### config.mk
export PLATFORM = sky130hd
export DESIGN_NAME = passTimer
export DESIGN_NICKNAME = d
export VERILOG_FILES = /design/src/logic/passTimer.sv
export VERILOG_INCLUDE_DIRS = /design/src /design/src/include
export SDC_FILE = /design/constraint.sdc
export NUM_CORES = 1
export LEC_CHECK = 0
export ABC_CLOCK_PERIOD_IN_PS = 1250
export BUFFER_PORTS_ARGS = -buffer_cell sky130_fd_sc_hd__buf_4
export CORE_AREA = 2 2 39 41
export CTS_CLUSTER_DIAMETER = 60
export DETAILED_ROUTE_END_ITERATION = 12
export DIE_AREA = 0 0 41 43
export PLACE_DENSITY = 0.43
export SETUP_SLACK_MARGIN = 0.5
export SYNTH_ARGS = -nofsm -noshare
export SYNTH_HDL_FRONTEND = slang
export SYNTH_SLANG_ARGS = --single-unit
### constraint.sdc
create_clock -name clk -period 1.25 [get_ports clk]
set_input_delay 0.1875 -clock clk [delete_from_list [all_inputs] [get_ports clk]]
set_output_delay 0.1875 -clock clk [all_outputs]
set_load 0.02 [all_outputs]
### src/include/fpDivide_macros.svh
`ifndef FPDIVIDE_MACROS_SVH
`define FPDIVIDE_MACROS_SVH

// binary32 field widths
`define FRAC_BITS 23
`define EXP_BITS 8
`define EXP_BIAS 127

// Fixed-point mantissa, two integer bits and thirty fraction bits
`define MANT_BITS 32

// Top fraction bits of b that select the seed
`define SEED_INDEX_BITS 4

`define MUL_STAGES 3
`define REFINE_PASSES 3

// Accepting edge to done: load, passes of issue/wait/capture, finish
`define DIV_LATENCY 22

`endif

### src/logic/passTimer.sv
`include "fpDivide_macros.svh"

module passTimer (
  input  logic clk,
  input  logic resetn,
  input  logic clear,
  input  logic issue,
  output logic productReady,
  output logic finalPass
);

  localparam int WaitBits = $clog2(`MUL_STAGES + 1);
  localparam int PassBits = $clog2(`REFINE_PASSES + 2);
  localparam int TotalPasses = `REFINE_PASSES + 1;

  logic [WaitBits-1:0] waitCount;   // Zero when idle
  logic [PassBits-1:0] passCount;

  always_ff @(posedge clk or negedge resetn) begin
    if (!resetn) begin
      waitCount <= '0;
    end else if (issue) begin
      waitCount <= WaitBits'(1);
    end else if (waitCount == WaitBits'(`MUL_STAGES)) begin
      waitCount <= '0;
    end else if (waitCount != '0) begin
      waitCount <= waitCount + 1'b1;
    end
  end

  always_ff @(posedge clk or negedge resetn) begin
    if (!resetn) begin
      passCount <= '0;
    end else if (clear) begin
      passCount <= '0;
    end else if (issue) begin
      passCount <= passCount + 1'b1;
    end
  end

  assign productReady = (waitCount == WaitBits'(`MUL_STAGES));
  assign finalPass    = (passCount == PassBits'(TotalPasses));

endmodule

==> impl_metrics.env <==
export IMPL_critPathLaunchType="flip-flop"
export IMPL_ir_drop_mv=0.531
export IMPL_cts_root_buf="clkbuf_4"
export IMPL_drt_first_iter_violations=1
export IMPL_finalMaxSlewViolations=0
export IMPL_worst_path_buf_inv=2
export IMPL_drc=0
export IMPL_cp_depth=4
export IMPL_worst_slack_ps=30.2
export IMPL_synth_area_per_cell_um2=10.7
export IMPL_relSlewSlack_pct=92.2
export IMPL_ant_nets=0
export IMPL_nets=54
export IMPL_timing_setup_tns_ps=0
export IMPL_synth_nets=37
export IMPL_critPathMaxStageDelay_ps=380
export IMPL_clk_pin_slew_ps=40
export IMPL_fin_crit_sh_pct=97.6
export IMPL_core_area_um2=1380
export IMPL_vias=242
export IMPL_r2r_end="passCount[2]$_DFFE_PN0P_"
export IMPL_setup_viol_count_final=0
export IMPL_diodes=0
export IMPL_crit_path_top_delay_cell="dfrtp_1"
export IMPL_initial_core_util_pct=22.5
export IMPL_hold_viol=0
export IMPL_finalWeightedCongestion=0.629
export IMPL_antenna_found_initial=0
export IMPL_max_freq_mhz=820
export IMPL_ys_types=16
export IMPL_path_max_fanout=2
export IMPL_via_per_inst=3.97
export IMPL_cp_endpoint="finalPass"
export IMPL_drv_cap=0
export IMPL_areaGrowthSynthToFinish_pct=72.7
export IMPL_power_density_nw_per_um2=1480
export IMPL_rr_worst_depth=5
export IMPL_synth_top_area_share_pct=40.2
export IMPL_clkSinkCount=5
export IMPL_dieWidth_um=41
export IMPL_arrival_ps=1030
export IMPL_cts_inserted_buffers=3
export IMPL_grt_max_degree=9
export IMPL_grt_ovfl_total=0
export IMPL_worst_setup_path_end_kind="primary output"
export IMPL_outcome="completed"
export IMPL_hold_path_class="in -> reg"
export IMPL_crit_type="reg -> out"
export IMPL_seq_area_frac_synth_pct=40.2
export IMPL_drt_wl_total_um=635
export IMPL_p_leak_nw=0.237
export IMPL_dp_slack_ps=181
export IMPL_synth_top_cells_by_area="dfrtp_1, ha_1, mux2i_1, inv_1, buf_6"
export IMPL_rsz0062_at_grt="yes"
export IMPL_postSynthCellCount=29
export IMPL_period_minus_slack_ps=1220
export IMPL_syn_cell_area_um2=312
export IMPL_postLayoutCoreUtil_pct=38.9
export IMPL_wl_per_cell_um=10.4
export IMPL_htree_levels=1
export IMPL_die_area_um2=1760
export IMPL_rows=14
export IMPL_r2r_start="passCount[0]$_DFFE_PN0P_"
export IMPL_insertion_delay_ps=240
export IMPL_tightest_slew_ps=113
export IMPL_worstSetupStartpoint="passCount[1]$_DFFE_PN0P_"
export IMPL_ioPinCount=6
export IMPL_port_buffers=5
export IMPL_ys_ff_latch=5
export IMPL_grt_pass1_vias=259
export IMPL_finalClockSkew_ps=3.26
export IMPL_drive_gt1_share_pct=60.0
export IMPL_grt_use_total_pct=9.90
export IMPL_power_mw=0.795
export IMPL_crit_family="flip-flops"
export IMPL_cts_buffer_depth=2
export IMPL_synth_warnings=0
export IMPL_synth_largest_area_cell="dfrtp_1"
export IMPL_required_ps=1060
export IMPL_cts_tree="yes"
export IMPL_fillers=137
export IMPL_dr_pass1_iters=2
export IMPL_path_cells="inv_2, ha_4, and2_4, buf_6"
export IMPL_die_h_um=43
export IMPL_grt_pass1_wl_um=1150
export IMPL_r2r_slack_ps=120
## worst min-delay path by stage
stage,to,cells past startpoint,from
after detailed placement,passCount[0]$_DFFE_PN0P_,1,resetn
after global routing,passCount[2]$_DFFE_PN0P_,2,clear
after CTS,passCount[2]$_DFFE_PN0P_,2,clear
after floorplan,passCount[0]$_DFFE_PN0P_,0,resetn
after global placement,passCount[0]$_DFFE_PN0P_,1,resetn
final,passCount[2]$_DFFE_PN0P_,2,clear
## synthesized netlist by cell type (all sizes together)
library cell  number
ha                 4
nor2b              2
xnor2              1
inv                4
buf                1
o21ai              1
a21bo              1
nand4bb            1
mux2i              2
nor2               3
and2               1
dfrtp              5
a21oi              1
nand2b             1
nand3b             1
## metrics by stage
step	cells	hold WS, ps	area [um2]
3_3_place_gp	49	-8.85	393
5_1_grt	61	115	538
2_1_floorplan	29	-108	347
6_report	61	125	538
4_1_cts	60	107	509
3_5_place_dp	49	-8.61	393
## cells in the final DEF, fill, tap and decap left out, drive strengths merged, types with 2 or more instances in the layout
master and n:
buf 12, nor2b 2, clkbuf 4, inv 4, nor2 3, mux2i 2, ha 4, dfrtp 5
## routing by layer
| metal | wire [um] | vias up | GRT usage (%) |
|---|---|---|---|
| li1 | - | 124 | - |
| met1 | 275 | 116 | 12.5 |
| met2 | 343 | 2 | 13.8 |
| met4 | 0 | 0 | 6.00 |
| met5 | 0 | - | 0 |
| met3 | 16 | 0 | 3.66 |
## registers in the layout, summed over array words and instances, names as in the netlist
register / cells
passCount: 3
waitCount: 2
## cell type report
cell class | instances | area, um2 | area share (%)
multi-input cells | 19 | 225 | 41.9
inverters | 4 | 17.5 | 3.26
well taps | 16 | 20.0 | 3.72
flip-flops and latches | 5 | 126 | 23.5
clock buffers | 4 | 26.3 | 4.88
repair buffers | 13 | 123 | 22.8
## kinds of logic (layout without fill, tap and decap cells)
logic type / Yosys count / count (layout) / share of synthesized area [%]
AOI/OAI and AO/OA: 3 / 3 / 7.63
xor gates and xnor gates: 1 / 1 / 2.81
adders and majority gates: 4 / 4 / 16.1
buffers and inverters: 5 / 21 / 8.43
DFF: 5 / 5 / 40.2
muxes: 2 / 2 / 6.43
and+or+nand+nor: 9 / 9 / 18.5
## report_power, final
group	switching (mW)	internal, mW	total (mW)
sequential	0.0359	0.198	0.234
clock	0.0595	0.120	0.180
combinational	0.155	0.226	0.381
## what timing repair did
item	in CTS	in global routing
gates resized for setup	11	3
pin swaps	4	5
hold endpoints to repair	5	0
setup buffers	6	1
hold buffers	1	0
endpoints found under the setup margin	6	7
Note: power is estimated with default switching activity, not from simulation.
