### src/include/fpDivide_macros.svh
`ifndef FPDIVIDE_MACROS_SVH
`define FPDIVIDE_MACROS_SVH

// binary32 field widths
`define FRAC_BITS 23
`define EXP_BITS 8
`define EXP_BIAS 127

// Fixed-point mantissa, two integer bits and thirty fraction bits
`define MANT_BITS 32

// Top fraction bits of b that select the seed
`define SEED_INDEX_BITS 4

`define MUL_STAGES 3
`define REFINE_PASSES 3

// Accepting edge to done: load, passes of issue/wait/capture, finish
`define DIV_LATENCY 22

`endif

### src/logic/fpDividePkg.sv
`include "fpDivide_macros.svh"

package fpDividePkg;

  typedef struct packed {
    logic                  sign;
    logic [`EXP_BITS-1:0]  exponent;
    logic [`FRAC_BITS-1:0] fraction;
  } float32T;

  // Value is the raw word divided by 2**30
  typedef logic [`MANT_BITS-1:0] mantT;

  typedef enum logic [2:0] {
    Idle,
    Load,
    Issue,
    Wait,     // Multiplier latency
    Capture,
    Finish
  } divStateT;

endpackage

### src/logic/resultPacker.sv
`include "fpDivide_macros.svh"

module resultPacker (
  input  logic                        clk,
  input  logic                        resetn,
  input  logic                        finish,
  input  fpDividePkg::mantT           quotient,
  input  logic                        sign,
  input  logic signed [`EXP_BITS+1:0] expDiff,
  output fpDividePkg::float32T        z
);
  import fpDividePkg::*;

  logic                        aboveOne;
  logic [`FRAC_BITS-1:0]       fraction;
  logic signed [`EXP_BITS+1:0] expAdjusted;

  assign aboveOne = quotient[`MANT_BITS-2];   // Integer bit of 2.30

  // Quotient lies in (0.5, 2), so at most one left shift
  always_comb begin
    if (aboveOne) begin
      fraction    = quotient[`MANT_BITS-3 -: `FRAC_BITS];
      expAdjusted = expDiff;
    end else begin
      fraction    = quotient[`MANT_BITS-4 -: `FRAC_BITS];
      expAdjusted = expDiff - {{(`EXP_BITS+1){1'b0}}, 1'b1};
    end
  end

  always_ff @(posedge clk or negedge resetn) begin
    if (!resetn) begin
      z <= '0;
    end else if (finish) begin
      z.sign     <= sign;
      z.exponent <= expAdjusted[`EXP_BITS-1:0];
      z.fraction <= fraction;   // Truncated
    end
  end

endmodule

### config.mk
export PLATFORM = sky130hd
export DESIGN_NAME = resultPacker
export DESIGN_NICKNAME = d
export VERILOG_FILES = /design/src/logic/fpDividePkg.sv /design/src/logic/resultPacker.sv
export VERILOG_INCLUDE_DIRS = /design/src /design/src/include
export SDC_FILE = /design/constraint.sdc
export NUM_CORES = 1
export LEC_CHECK = 0
export BUFFER_PORTS_ARGS = -buffer_cell sky130_fd_sc_hd__buf_2
export CAP_MARGIN = 30
export CORE_MARGIN = 4
export CORE_UTILIZATION = 45
export CTS_CLUSTER_DIAMETER = 120
export CTS_CLUSTER_SIZE = 14
export DETAILED_ROUTE_END_ITERATION = 10
export PLACE_DENSITY = 0.82
export SLEW_MARGIN = 20
export SYNTH_ARGS = -nofsm -noshare
export SYNTH_HDL_FRONTEND = slang
export SYNTH_SLANG_ARGS = --single-unit
### constraint.sdc
create_clock -name clk -period 0.95 [get_ports clk]
set_clock_uncertainty 0.05 [all_clocks]
set_input_delay 0.0475 -clock clk [delete_from_list [all_inputs] [get_ports clk]]
set_output_delay 0.0475 -clock clk [all_outputs]
set_load 0.005 [all_outputs]
==> flow_summary.json <==
{
  "peakVddDrop_uv": 810,
  "areaGrowthSynthToFinish_pct": 62.4,
  "crit_path_end_kind": "flop",
  "netlist_area_mm2": 0.00152,
  "grt_pass1_vias": 1546,
  "cpMostUsedCell": "or4_4",
  "p_per_area_mw_per_mm2": 1300,
  "startpoint_type": "input pin",
  "worst_pin_slew_ns": 0.296,
  "die_h_um": 66.1,
  "dpl_cell_area_mm2": 0.00203,
  "critPathMaxFanout": 3,
  "clkSinkCount": 32,
  "p_leak_nw": 1.18,
  "regMostFlops": "z",
  "synth-compound-area-share_pct": 12.5,
  "via_per_inst": 4.95,
  "io_buffer_count": 68,
  "grt_pass1_wl_mm": 7.18,
  "layout-drive-gt1-share_pct": 40.2,
  "required_ns": 1.15,
  "dr.pass1.iters": 4,
  "cts_tree": "built",
  "cp_slowest_stage_delay_ns": 0.55,
  "status": "finished with violations",
  "rows": 20,
  "clkLatencyLatePin_ns": 0.32,
  "antenna_found_initial": 0,
  "vias": 1524,
  "synth-adder-area-share_pct": 0.825,
  "clkTransAtPathRegs_ns": 0.09,
  "fmax_ghz": 0.935,
  "dieArea_mm2": 0.00436,
  "hp-class": "in -> reg",
  "synth_mux_area_share_pct": 16.7,
  "grt_overflow": 0,
  "timing.hold.ws_ns": -0.00934,
  "yosysWarningCount": 0,
  "rsz0062_at_grt": "true",
  "synth.distinct_cells": 23,
  "final_area_mm2": 0.00246,
  "slew_headroom_pct": 80.1,
  "largest_reg_flops": 32,
  "crit_chain": "buf_6 -> or4_4 -> or4_4 -> a31oi_1",
  "clockBufferDepth": 2,
  "synth_top_family_by_area": "multiplexers",
  "crit_path_top_delay_cell": "or4_4",
  "cts_buffers": 5,
  "routed_wl_mm": 4.40,
  "fin_nets": 310,
  "fin_ws_ns": -0.119,
  "synth-xor-area-share_pct": 1.73,
  "initial_utilization_pct": 48.5,
  "num_antenna_cells": 0,
  "maxCapViolations": 0,
  "num_io_pins": 78,
  "grtUsageTotal_pct": 21.9,
  "seq_area_frac_synth_pct": 52.8,
  "cp.arrival_ns": 1.26,
  "core_mm2": 0.00313,
  "ys_seq_elements": 32,
  "drt_iter0_markers": 88,
  "synth_nets": 195,
  "synth-simple-area-share_pct": 12.0,
  "postCtsHoldBufs": 27,
  "reg_top3": "z x32",
  "postSynthCellCount": 148,
  "drt-wirelength-per-cell_um": 14.3,
  "dp_hpwl_mm": 2.63,
  "grt_start_max_net_pins": 33,
  "final.min_clock_period_ns": 1.07,
  "gp_congestion": 0.744,
  "fin_crit_sh_pct": 113,
  "syn_area_per_cell_um2": 10.2,
  "place_ws_ns": -0.493,
  "violations": "negative hold slack, negative setup slack",
  "hold_viol_final": 1,
  "postRouteAntennaNets": 0,
  "htree_levels": 2,
  "worst-setup-path-type": "in -> reg",
  "slew_violations": 0,
  "cts-root-buf": "clkbuf_4",
  "drc": 0,
  "die_width_um": 66.1,
  "finalSetupViolCount": 7
}
==> cell type report <==
type / count / area, µm²
repair buffers: 118 / 831
flip-flops and latches: 32 / 801
multi-input cells: 103 / 688
fillers: 201 / 666
clock buffers: 8 / 58.8
well taps: 44 / 55.1
inverters: 3 / 28.8
==> timing repair <==
| action | in CTS | in global routing |
|---|---|---|
| endpoints found under the hold margin | 54 | 1 |
| buffers inserted | 6 | 4 |
| resized for setup | 4 | 2 |
| endpoints found under the setup margin | 26 | 35 |
| pin swaps | 6 | 0 |
==> final timing paths <==
kind                                    from                 to  slack [ns]  cells after the start
max in group asynchronous             resetn  z[22]$_DFFE_PN0P_        0.52                      3
min in group asynchronous             resetn  z[30]$_DFFE_PN0P_        0.15                      3
min reg2reg                z[29]$_DFFE_PN0P_  z[29]$_DFFE_PN0P_        0.46                      2
max                               expDiff[2]  z[30]$_DFFE_PN0P_       -0.12                      4
min                               expDiff[7]  z[30]$_DFFE_PN0P_      -0.009                      3
max reg2reg                z[23]$_DFFE_PN0P_  z[23]$_DFFE_PN0P_        0.12                      1
==> cells by family after synthesis <==
| logic type | Yosys count |
|---|---|
| fa+ha+maj | 1 |
| flops | 32 |
| buf+inv | 13 |
| simple gates | 39 |
| xor+xnor | 3 |
| mux | 25 |
| compound gates | 35 |
==> routing by layer <==
layer	share of wire, %	wire length [µm]	track usage, %	vias up
met5	0	0	0	-
met4	0.82	36	4.57	0
met3	8.1	355	6.46	6
met2	49	2170	39.3	60
met1	42	1830	25.8	705
li1	-	-	-	753
==> stage by stage <==
step / util (%) / TNS (ns) / std cells / hold WS, ns / total power, mW
4_1_cts: 77.4 / -0.372 / 304 / -0.0456 / 3.19
6_report: 78.7 / -0.265 / 308 / -0.00934 / 3.20
2_1_floorplan: - / -0.660 / 148 / -0.298 / 1.89
5_1_grt: 78.7 / -1.39 / 308 / -0.0366 / 3.41
3_5_place_dp: 64.8 / -5.15 / 263 / -0.0278 / 2.26
3_3_place_gp: 64.8 / -4.74 / 263 / -0.0331 / 2.24
==> synthesized netlist by cell type (all sizes together) <==
cell type / number / area share, %
dfrtp: 32 / 53
nor2: 30 / 7.4
a21oi: 27 / 8.9
mux2i: 23 / 15
buf: 5 / 1.5
clkbuf: 5 / 1.2
a31oi: 3 / 1.2
inv: 3 / 0.74
or4: 3 / 1.7
xnor2: 3 / 1.7
mux2: 2 / 1.5
nand2b: 2 / 0.82
o31ai: 2 / 0.99
ha: 1 / 0.82
nor4: 1 / 0.41
nor4b: 1 / 0.58
o211ai: 1 / 0.50
o21ai: 1 / 0.33
o311ai: 1 / 0.58
or3: 1 / 0.41
or3b: 1 / 0.58
==> placed cells by master (no fill, tap or decap) <==
master	n
nor4b_2	1
or4_1	1
xnor2_1	3
buf_2	65
clkbuf_1	2
ha_4	1
nand2b_1	2
buf_6	4
or3_1	1
or4_4	2
inv_12	1
mux2_2	2
o21ai_0	1
dlygate4sd3_1	27
mux2i_1	23
clkbuf_8	1
or3b_4	1
buf_12	2
nor2_1	30
nor4_1	1
o211ai_1	1
inv_6	1
o31ai_1	2
clkbuf_4	5
a21oi_1	27
inv_1	1
a31oi_1	3
dfrtp_1	32
buf_4	20
o311ai_1	1
==> report_power, final <==
group / internal [mW] / total [mW] / switching (mW)
Combinational: 0.456 / 0.817 / 0.361
Sequential: 1.50 / 1.58 / 0.0788
Clock: 0.365 / 0.796 / 0.431
==> worst max-delay path, delay by kind of cell <==
kind	cells	cell delay, ns
buffers and inverters	1	0.09
and+or+nand+nor	2	0.99
AOI/OAI and AO/OA	1	0.14
(Power assumes the default switching activity.)
