**src/include/fpDivide_macros.svh**
```systemverilog
`ifndef FPDIVIDE_MACROS_SVH
`define FPDIVIDE_MACROS_SVH

// binary32 field widths
`define FRAC_BITS 23
`define EXP_BITS 8
`define EXP_BIAS 127

// Fixed-point mantissa, two integer bits and thirty fraction bits
`define MANT_BITS 32

// Top fraction bits of b that select the seed
`define SEED_INDEX_BITS 4

`define MUL_STAGES 3
`define REFINE_PASSES 3

// Accepting edge to done: load, passes of issue/wait/capture, finish
`define DIV_LATENCY 22

`endif

```
**src/logic/fpDividePkg.sv**
```systemverilog
`include "fpDivide_macros.svh"

package fpDividePkg;

  typedef struct packed {
    logic                  sign;
    logic [`EXP_BITS-1:0]  exponent;
    logic [`FRAC_BITS-1:0] fraction;
  } float32T;

  // Value is the raw word divided by 2**30
  typedef logic [`MANT_BITS-1:0] mantT;

  typedef enum logic [2:0] {
    Idle,
    Load,
    Issue,
    Wait,     // Multiplier latency
    Capture,
    Finish
  } divStateT;

endpackage

```
**src/logic/mantissaMultiplier.sv**
```systemverilog
`include "fpDivide_macros.svh"

module mantissaMultiplier (
  input  logic               clk,
  input  logic               resetn,
  input  fpDividePkg::mantT  opA,
  input  fpDividePkg::mantT  opB,
  output fpDividePkg::mantT  product
);
  import fpDividePkg::*;

  logic [2*`MANT_BITS-1:0] fullProduct;
  logic [`MANT_BITS-1:0]   aligned;
  mantT                    stage [`MUL_STAGES];

  assign fullProduct = opA * opB;

  // 2.30 x 2.30 gives 4.60, keep the 2.30 window and drop the low bits
  assign aligned = fullProduct[2*`MANT_BITS-3 -: `MANT_BITS];

  always_ff @(posedge clk or negedge resetn) begin
    if (!resetn) begin
      for (int i = 0; i < `MUL_STAGES; i++) begin
        stage[i] <= '0;
      end
    end else begin
      stage[0] <= aligned;
      for (int i = 1; i < `MUL_STAGES; i++) begin
        stage[i] <= stage[i-1];
      end
    end
  end

  assign product = stage[`MUL_STAGES-1];

endmodule

```
**config.mk**
```make
export PLATFORM = sky130hd
export DESIGN_NAME = mantissaMultiplier
export DESIGN_NICKNAME = d
export VERILOG_FILES = /design/src/logic/fpDividePkg.sv /design/src/logic/mantissaMultiplier.sv
export VERILOG_INCLUDE_DIRS = /design/src /design/src/include
export SDC_FILE = /design/constraint.sdc
export NUM_CORES = 2
export LEC_CHECK = 0
export BUFFER_PORTS_ARGS = -buffer_cell sky130_fd_sc_hd__buf_2
export CORE_MARGIN = 4
export CORE_UTILIZATION = 40
export DETAILED_ROUTE_END_ITERATION = 7
export PLACE_DENSITY = 0.59
export SLEW_MARGIN = 0
export SYNTH_ARGS = -nofsm -noshare
export SYNTH_HDL_FRONTEND = slang
export SYNTH_SLANG_ARGS = --single-unit
```
**constraint.sdc**
```tcl
create_clock -name clk -period 0.8 [get_ports clk]
set_clock_uncertainty 0.15 [all_clocks]
set_input_delay 0 -clock clk [delete_from_list [all_inputs] [get_ports clk]]
set_output_delay 0 -clock clk [all_outputs]
set_load 0.005 [all_outputs]
```
==> PnR_summary.wiki <==
{| class="wikitable"
! Metric !! Value
|-
| Status || complete, but fails checks
|-
| Failing checks || hold timing, setup timing
|-
| Post-detailed-route count of antenna-violating nets || 0
|-
| Number of buffer and inverter instances along the worst setup path || 5
|-
| Critical path endpoint category || flip-flop
|-
| H-tree levels || 3
|-
| Max_slew headroom || 74.83%
|-
| Worst-Margin Slew || 373.7 ps
|-
| Setup-violating endpoint count in the final report || 64
|-
| Crit path time final || 6734 ps
|-
| Cell-by-cell trace of the critical path || buf_16, buf_12, and2_4, fa_1, inv_1, fa_2, fa_1, fa_1, inv_2, fa_1, fa_2, fa_1, fa_1, ha_4, a211oi_2, o211ai_1, or4_4, a31o_4, a211oi_4, buf_6, o31a_1, nor2_1, a211o_1
|-
| Most common cell after layout, fill and taps aside || sky130_fd_sc_hd__inv_1
|-
| Synth Register Bits || 96
|-
| Depth of the worst register-to-register path || 0
|-
| CTS tree || built
|-
| Final cell area excluding filler cells || 0.04061 mm^2
|-
| Final count of hold timing violations || 12
|-
| Overall die area || 0.09154 mm^2
|-
| Overall via count from detail_route || 24.44k
|-
| Synthesis-to-finish area growth || 17.01%
|-
| Instance count of the mapped netlist || 3626
|-
| Mean instance size in the synthesized netlist || 9.571 um^2
|-
| Family with the most delay on the worst path || adder cells
|-
| Data required time at the worst endpoint || 880 ps
|-
| Final critical-path share of the clock period || 841.7%
|-
| Setup repair after global routing missed its margin || true
|-
| Layout cells sized above 1 || 18.23%
|-
| Overall die height || 302.6 um
|-
| Clk buf depth || 2
|-
| Core region area || 0.08568 mm^2
|-
| Vias/cell || 4.848
|-
| Initial standard-cell utilization of the core || 40.51%
|-
| Total count of max-transition violations in the final report || 0
|-
| TritonRoute pass-1 iters || 5
|-
| Maximum cell stage delay along the critical path || 570 ps
|-
| Number of different library cells in the post-synthesis netlist || 52
|-
| Post-DP Area || 0.03884 mm^2
|-
| Maximum clock rate || 148.5 MHz
|-
| Crit path launch type || input pin
|-
| Async set-reset flop share out of synthesis || 100.0%
|-
| Fraction of the mapped netlist area in compound gates || 2.733%
|-
| Wire length of the first global-routing pass || 148300 um
|-
| Clock transition at the registers of the reported paths || 70 ps
|-
| Hold buffer count at CTS || 1
|-
| Mapped Area || 0.03471 mm^2
|-
| Clk Latency, worst-skew pair || 340 ps
|-
| Type of the worst setup path || input pin to flip-flop
|-
| Crit path top cell by count || sky130_fd_sc_hd__fa_1
|-
| Clk sink count || 96
|-
| Hold Slack || -77.99 ps
|-
| Detailed placement HPWL || 79090 um
|-
| Fillers || 8224
|-
| Top post-synthesis cells by area || sky130_fd_sc_hd__fa_1, sky130_fd_sc_hd__and2_1, sky130_fd_sc_hd__inv_1
|-
| Nets || 5095
|-
| Critical path peak fanout || 6
|-
| Count of max-cap constraint violations || 0
|-
| Xor/xnor share of the synthesized area || 0.9337%
|-
| Global placer's final weighted congestion || 0.8475
|-
| Synthesis Warnings || 0
|-
| Port Buffer Count || 97
|-
| Number of synthesized flops with an enable pin || 0
|-
| Worst path arrival time || 6820 ps
|-
| Number of antenna violations at the first check in global routing || 4
|-
| Number of DRC markers after the initial detailed-route iteration || 1059
|-
| Stages on the worst setup path || 23
|-
| Slowest stage cell on the critical path || sky130_fd_sc_hd__fa_2
|-
| Most frequent cells in the layout || sky130_fd_sc_hd__inv_1, sky130_fd_sc_hd__fa_1, sky130_fd_sc_hd__and2_1
|-
| Most common flop cell mapped by yosys || sky130_fd_sc_hd__dfrtp_1
|-
| IO Count || 98
|-
| Worst Setup Slack, final || -5934 ps
|-
| Proportion of synthesized chip area in sequential cells || 6.922%
|-
| Main combinational cell family by area after synthesis || adder cells
|-
| Biggest area consumer among synthesized cells || sky130_fd_sc_hd__fa_1
|-
| Synthesized netlist net count || 4831
|-
| Hold Path Class || input pin to asynchronous set/reset pin
|-
| Total Negative Setup Slacks || -188490 ps
|-
| Via count of the first global-routing pass || 27.31k
|-
| Post-Layout Cell Count || 5042
|-
| CTS Root Buffer Type || sky130_fd_sc_hd__clkbuf_16
|-
| Multiplexer fraction of the synthesized cell area || 0.02884%
|-
| Global-route usage over all layers || 20.81%
|-
| Top-area cell type share of the netlist area || 51.57%
|-
| Adder-cell share of the synthesized area || 60.40%
|-
| Wire length per cell after detailed routing || 18.04 um
|-
| Maximum number of pins on one net before global-route repair || 31
|-
| Drc violations || 0
|-
| Cells after DPL || 4992
|-
| Standard-cell row count || 107
|-
| Width of the die || 302.6 um
|-
| Number of CTS-inserted buffers || 9
|-
| Wire length reported by the detailed router || 90970 um
|-
| Simple-gate portion of the synthesized area || 16.86%
|-
| Remaining global-route overflow || 0
|}
## cell usage after synthesis (5+ instances only)
master and n:
sky130_fd_sc_hd__fa_1 894, sky130_fd_sc_hd__inv_1 865, sky130_fd_sc_hd__and2_1 610, sky130_fd_sc_hd__nand2_1 439
sky130_fd_sc_hd__ha_1 245, sky130_fd_sc_hd__clkbuf_1 192, sky130_fd_sc_hd__dfrtp_1 96, sky130_fd_sc_hd__a21oi_1 45
sky130_fd_sc_hd__buf_4 32, sky130_fd_sc_hd__a21o_1 29, sky130_fd_sc_hd__xnor2_1 27, sky130_fd_sc_hd__nor2_1 24
sky130_fd_sc_hd__o21ai_0 18, sky130_fd_sc_hd__nand3_1 13, sky130_fd_sc_hd__nand4_1 10, sky130_fd_sc_hd__xor2_1 10
sky130_fd_sc_hd__a31oi_1 6, sky130_fd_sc_hd__o211ai_1 6, sky130_fd_sc_hd__and3_1 5, sky130_fd_sc_hd__nor3_1 5
sky130_fd_sc_hd__o21ai_1 5, sky130_fd_sc_hd__o21bai_1 5
## worst paths after layout
check | from | endpoint | slack [ps]
max reg2reg | stage[85] | stage[53] | 110
max | opA[17] | stage[90] | -5930
min | resetn | product[23] | -80
max in group asynchronous | resetn | product[13] | 120
min in group clk | stage[63] | product[31] | 200
min reg2reg | stage[63] | product[31] | 200
## layout make-up
| class | instances | area, um^2 | area share [%] |
|---|---|---|---|
| Tap cell | 1144 | 1431 | 3.525 |
| Clock inverter | 6 | 78.83 | 0.1941 |
| Timing Repair Buffer | 477 | 4177 | 10.29 |
| Antenna cell | 3 | 7.507 | 0.01849 |
| Inverter | 865 | 3247 | 7.996 |
| Clock buffer | 10 | 229.0 | 0.5639 |
| Multi-Input combinational cell | 2441 | 29040 | 71.50 |
| Sequential cell | 96 | 2402 | 5.916 |
## per-stage QoR
step                worst slack, ps  utilization (%)
finish                        -5934            47.39
global route                  -6077            47.39
global placement              -6523            45.33
floorplan                     -5847                -
detailed placement            -6543            45.33
CTS                           -5917            46.88
## layer usage
layer	part of all wire [%]	up-vias	wire length, um	GRT usage [%]
met4	2.5	0	2303	4.664
met2	53	495	48550	38.21
li1	-	10840	-	-
met1	40	12980	36650	26.68
met5	0	-	0	0
met3	3.8	124	3472	1.961
## registers in the layout, indices dropped and copies added, names as in the netlist
register	cells
stage	64
product	32
## cells by family (layout without fill, tap and decap cells)
group	after synthesis	count (layout)
adders and majority gates	1139	1139
and+or+nand+nor	1121	1121
buffers and inverters	1089	1358
AOI/OAI and AO/OA	143	143
DFF	96	96
xor gates and xnor gates	37	37
muxes	1	1
other	0	3
## what timing repair did
item,CTS,global route
cloned,4,0
gates resized for setup,205,106
endpoints found under the hold margin,96,12
pin swaps,77,70
setup endpoints to repair,64,64
setup buffers,20,11
Power is left out: the tool's default activity adds up to more than one toggle a clock period on the data nets, which glitch-free logic cannot reach.
