==> config.mk <==
export PLATFORM = sky130hd
export DESIGN_NAME = divideControl_flat
export DESIGN_NICKNAME = d
export VERILOG_FILES = /design/src/logic/fpDividePkg.sv /design/src/logic/divStepIf.sv /design/src/logic/divideControl.sv /design/src/flat_wrapper.sv
export VERILOG_INCLUDE_DIRS = /design/src /design/src/include
export SDC_FILE = /design/constraint.sdc
export NUM_CORES = 1
export LEC_CHECK = 0
export BUFFER_PORTS_ARGS = -buffer_cell sky130_fd_sc_hd__buf_2
export CAP_MARGIN = 20
export CORE_AREA = 2 2 39 41
export CTS_CLUSTER_SIZE = 8
export DETAILED_ROUTE_END_ITERATION = 10
export DIE_AREA = 0 0 41 43
export SYNTH_ARGS = -nofsm -noshare
export SYNTH_HDL_FRONTEND = slang
export SYNTH_SLANG_ARGS = --single-unit
==> constraint.sdc <==
create_clock -name clk -period 3.35 [get_ports clk]
set_clock_uncertainty 0.2 [all_clocks]
set_input_delay 1.005 -clock clk [delete_from_list [all_inputs] [get_ports clk]]
set_output_delay 1.005 -clock clk [all_outputs]
set_load 0.005 [all_outputs]
==> src/include/fpDivide_macros.svh <==
`ifndef FPDIVIDE_MACROS_SVH
`define FPDIVIDE_MACROS_SVH

// binary32 field widths
`define FRAC_BITS 23
`define EXP_BITS 8
`define EXP_BIAS 127

// Fixed-point mantissa, two integer bits and thirty fraction bits
`define MANT_BITS 32

// Top fraction bits of b that select the seed
`define SEED_INDEX_BITS 4

`define MUL_STAGES 3
`define REFINE_PASSES 3

// Accepting edge to done: load, passes of issue/wait/capture, finish
`define DIV_LATENCY 22

`endif

==> src/logic/fpDividePkg.sv <==
`include "fpDivide_macros.svh"

package fpDividePkg;

  typedef struct packed {
    logic                  sign;
    logic [`EXP_BITS-1:0]  exponent;
    logic [`FRAC_BITS-1:0] fraction;
  } float32T;

  // Value is the raw word divided by 2**30
  typedef logic [`MANT_BITS-1:0] mantT;

  typedef enum logic [2:0] {
    Idle,
    Load,
    Issue,
    Wait,     // Multiplier latency
    Capture,
    Finish
  } divStateT;

endpackage

==> src/logic/divStepIf.sv <==
// Step commands, each a single-cycle pulse taken at the next edge
interface divStepIf;

  logic loadOperands;
  logic issueSeed;
  logic issuePass;
  logic capturePass;
  logic finish;

  modport ctrl (
    output loadOperands,
    output issueSeed,
    output issuePass,
    output capturePass,
    output finish
  );

  modport data (
    input loadOperands,
    input issueSeed,
    input issuePass,
    input capturePass,
    input finish
  );

endinterface

==> src/logic/divideControl.sv <==
`include "fpDivide_macros.svh"

module divideControl (
  input  logic  clk,
  input  logic  resetn,
  input  logic  valid,
  output logic  ready,
  input  logic  productReady,
  input  logic  finalPass,
  output logic  clear,
  output logic  issue,
  divStepIf.ctrl step,
  output logic  done
);
  import fpDividePkg::*;

  divStateT state;
  divStateT nextState;
  logic     seedPass;   // First pass multiplies by the table seed

  always_ff @(posedge clk or negedge resetn) begin
    if (!resetn) begin
      state <= Idle;
    end else begin
      state <= nextState;
    end
  end

  always_comb begin
    nextState = state;
    case (state)
      Idle:    if (valid) nextState = Load;
      Load:    nextState = Issue;
      Issue:   nextState = Wait;
      Wait:    if (productReady) nextState = Capture;
      Capture: nextState = finalPass ? Finish : Issue;
      Finish:  nextState = Idle;
      default: nextState = Idle;
    endcase
  end

  always_ff @(posedge clk or negedge resetn) begin
    if (!resetn) begin
      seedPass <= 1'b0;
    end else if (state == Load) begin
      seedPass <= 1'b1;
    end else if (state == Capture) begin
      seedPass <= 1'b0;
    end
  end

  always_ff @(posedge clk or negedge resetn) begin
    if (!resetn) begin
      done <= 1'b0;
    end else begin
      done <= (state == Finish);
    end
  end

  assign ready = (state == Idle);
  assign clear = (state == Load);
  assign issue = (state == Issue);

  // Operands are only guaranteed on the accepting edge
  assign step.loadOperands = (state == Idle) && valid;
  assign step.issueSeed    = (state == Issue) && seedPass;
  assign step.issuePass    = (state == Issue);
  assign step.capturePass  = (state == Capture);
  assign step.finish       = (state == Finish);

endmodule

==> src/flat_wrapper.sv <==
// flat-port wrapper written by rule: the top's interface ports become plain ports
module divideControl_flat import fpDividePkg::*;
  (clk, resetn, valid, ready, productReady, finalPass, clear, issue, done, step_loadOperands, step_issueSeed, step_issuePass, step_capturePass, step_finish);
  divStepIf step_i ();
  input  logic clk;
  input  logic resetn;
  input  logic valid;
  output logic ready;
  input  logic productReady;
  input  logic finalPass;
  output logic clear;
  output logic issue;
  output logic done;
  output wire logic [$bits(step_i.loadOperands)-1:0] step_loadOperands;
  output wire logic [$bits(step_i.issueSeed)-1:0] step_issueSeed;
  output wire logic [$bits(step_i.issuePass)-1:0] step_issuePass;
  output wire logic [$bits(step_i.capturePass)-1:0] step_capturePass;
  output wire logic [$bits(step_i.finish)-1:0] step_finish;
  assign step_loadOperands = step_i.loadOperands;
  assign step_issueSeed = step_i.issueSeed;
  assign step_issuePass = step_i.issuePass;
  assign step_capturePass = step_i.capturePass;
  assign step_finish = step_i.finish;
  divideControl u_core (.clk(clk), .resetn(resetn), .valid(valid), .ready(ready), .productReady(productReady), .finalPass(finalPass), .clear(clear), .issue(issue), .step(step_i), .done(done));
endmodule
==> results by group <==
Critical path
  • Top cell family by delay on the critical path: buffers and inverters
  • Levels on crit path: 3
  • Crit path required time: 2.14 ns
  • Slowest cell on crit path: and2_1
  • Crit. End Element: output pin
  • Worst R2R Setup Slack: 2.07 ns
  • Critical R2R Capture: u_core.state[0]
  • Crit path max fanout: 2
  • Cell mode on critical path: buf_2
  • CP cell instances: buf_2 > and2_1 > buf_2
  • Max incr delay on CP: 0.12 ns
  • Worst Setup Path Type: primary input to output pin
  • Reg-to-Reg Start: u_core.state[1]
  • Crit path launch type: primary input
  • WP buf/inv: 2
  • Critical path origin: valid
  • Critical Path AT: 1.34 ns
  • Cells on worst reg2reg path: 3
  • Worst setup path endpoint: step_loadOperands

Synthesis
  • Cell taking the most area after synthesis: dfrtp_1
  • Commonest cells in the netlist: 5 x dfrtp_1, 4 x o21ai_0, 3 x nand3_1
  • Ys flop type: dfrtp_1
  • Post-Syn Nets: 37
  • Yosys Warn Count: 0
  • Avg Cell Area, Syn: 8.64 sq um
  • Async SR Flop Fraction: 100%
  • Post-synth top area share: 45.2%
  • Synth cell types: 18
  • Most common cell in the netlist: dfrtp_1
  • EDFF count, synth: 0
  • Synthesized flop and latch total: 5
  • Seq/Total Area, Yosys: 45.2%
  • Synthesized area: 277 sq um
  • Mapped Cells: 32
  • Top cells by area, synth: dfrtp_1 45%, o21ai_0 7.2%, nand3_1 5.4%

Placed design
  • Number of buffers added on ports: 13
  • RD Place Congestion: 0.701
  • Placed insts: 57

CTS
  • Worst-Skew Late Latency: 0.23 ns
  • Number of CTS-inserted buffers: 3
  • Post-CTS sizing: 0
  • Clk slew on worst S/H paths: 0.04 ns
  • CTS tree: done
  • Post-CTS Setup Bufs: 0
  • H-Tree Depth: 1
  • Post-CTS Hold Fix Bufs: 0
  • Root Driver: clkbuf_4
  • CTS Sinks: 5
  • Clk buf depth: 2

STA
  • Hold Slack: 0.344 ns
  • Maximum clock rate: 393 MHz
  • Final Max Slew Viols: 0
  • Minimum clock period: 2.55 ns
  • Hold Vio Cnt, Final: 0
  • Max_slew headroom: 80.3%
  • Least-Margin Pin Slew: 0.295 ns
  • RSZ-0062 raised after global routing: false
  • Final setup viols: 0
  • Tcrit/Tclk final: 76.0%
  • Setup TNS: 0 ns

Status
  • Outcome: completed

Die
  • Die span in x: 41 um
  • Die Height: 43 um
  • I/O pin count: 14
  • Core area: 0.00138 sq mm
  • Starting Density: 20.0%
  • DIE AREA: 0.00176 sq mm
  • Rows: 14

GRT
  • All-Layer GR Usage: 8.32%
  • Number of global-route vias before repair: 218
  • First-pass GRT wire length: 903 um
  • GRT overflow: 0
  • Largest net degree at the start of global routing: 12
  • Antenna violations before repair: 0

Layout
  • Layout Cells excl Fill: 61
  • Filler instances: 153
  • # diodes: 0
  • Layout overhead on the synthesized area: 29.9%
  • Final #Nets: 51
  • Fraction of layout cells with a size suffix above 1: 42.2%

Drt
  • Total wire length: 549 um
  • ANT nets after route: 0
  • Remaining DRCs: 0
  • DR top layer: met3
  • Detail Route met2 WL: 222 um
  • Initial drt markers: 2
  • Routed WL per cell: 9.00 um
  • WL met3: 38 um
  • Vias: 257
  • Post-Route M1 WL: 288 um
  • Via/cell ratio: 4.21
  • Detailed Routing Iterations Pass 1: 2

Power and ir drop
  • Pwr Density: 874 mW/mm^2
  • Sw Ratio: 38.9%
  • Total power: 314 uW
  • P_sw: 122 uW
  • Clk pwr share: 21.4%
  • Internal cell power: 192 uW
  • Leak Pwr: 0.196 nW
  • Maximum VDD drop: 0.239 mV
  • Gate power share: 38.3%
  • Sequential power share: 40.3%

Worst hold path
  • Worst hold-check path type: register to register

Flow run
  • Max_cap viols: 0
[flip-flops by register name, summed over array words and instances (netlist names)]
name             count
u_core.state         3
u_core.done          1
u_core.seedPass      1
[cell families (layout without fill, tap and decap cells)]
kind of cell,after synthesis,after routing,share of synthesized area [%]
AOI/OAI and AO/OA,6,6,11.3
DFF,5,5,45.2
buffers and inverters,6,19,13.1
and+or+nand+nor,15,15,30.3
[power by group through the flow]
stage | combinational [mW] | sequential (mW) | clock [mW]
finish | 0.120 | 0.126 | 0.0670
global route | 0.138 | 0.138 | 0.0720
CTS | 0.123 | 0.126 | 0.0691
detailed placement | 0.122 | 0.127 | 0
global placement | 0.120 | 0.126 | 0
floorplan | 0.130 | 0.0904 | 0
[per-layer routing]
metal  track usage, %  vias to the layer above
met3             3.14                        0
li1                 -                      134
met4             8.00                        0
met5                0                        -
met1             11.3                      113
met2             9.38                       10
[worst reg2reg max path: cells and delay by family (launching register included)]
family | cells | cell delay, ns
flops | 1 | 0.50
simple gates | 2 | 0.43
buf+inv | 1 | 0.09
[final cells by class]
type	count	area [sq um]	share of cell area, %
Timing Repair Buffer	13	65.1	18.1
Inverter	2	7.51	2.09
Multi-Input combinational cell	21	115	32.1
Tap cell	16	20.0	5.57
Sequential cell	5	125	34.8
Clock buffer	4	26.3	7.32
[cells in the final DEF, fill, tap and decap left out]
cell      instances
nand4b_1          1
or3_1             1
clkbuf_1          1
nor3b_1           1
clkbuf_4          3
and3_2            2
nor3_1            2
and2_1            1
inv_2             1
nand2_1           2
nand3_1           3
o21ai_0           4
buf_2            13
o22ai_1           1
inv_1             1
dfrtp_1           5
nor2_1            2
a21oi_1           1
[stage by stage]
stage	cell area, sq um	utilization [%]	setup WS, ns
global placement	333	24.1	0.807
global route	359	25.9	0.782
detailed placement	333	24.1	0.801
floorplan	277	-	1.02
finish	359	25.9	0.803
CTS	359	25.9	0.800
[worst min-delay path by stage]
stage,cells after the start,to,from,slack [ns]
floorplan,2,u_core.seedPass,u_core.seedPass,0.29
CTS,2,u_core.seedPass,u_core.seedPass,0.34
finish,2,u_core.seedPass,u_core.seedPass,0.34
detailed placement,2,u_core.seedPass,u_core.seedPass,0.33
global placement,2,u_core.seedPass,u_core.seedPass,0.32
global route,1,u_core.done,resetn,0.38
(Power assumes the default switching activity.)
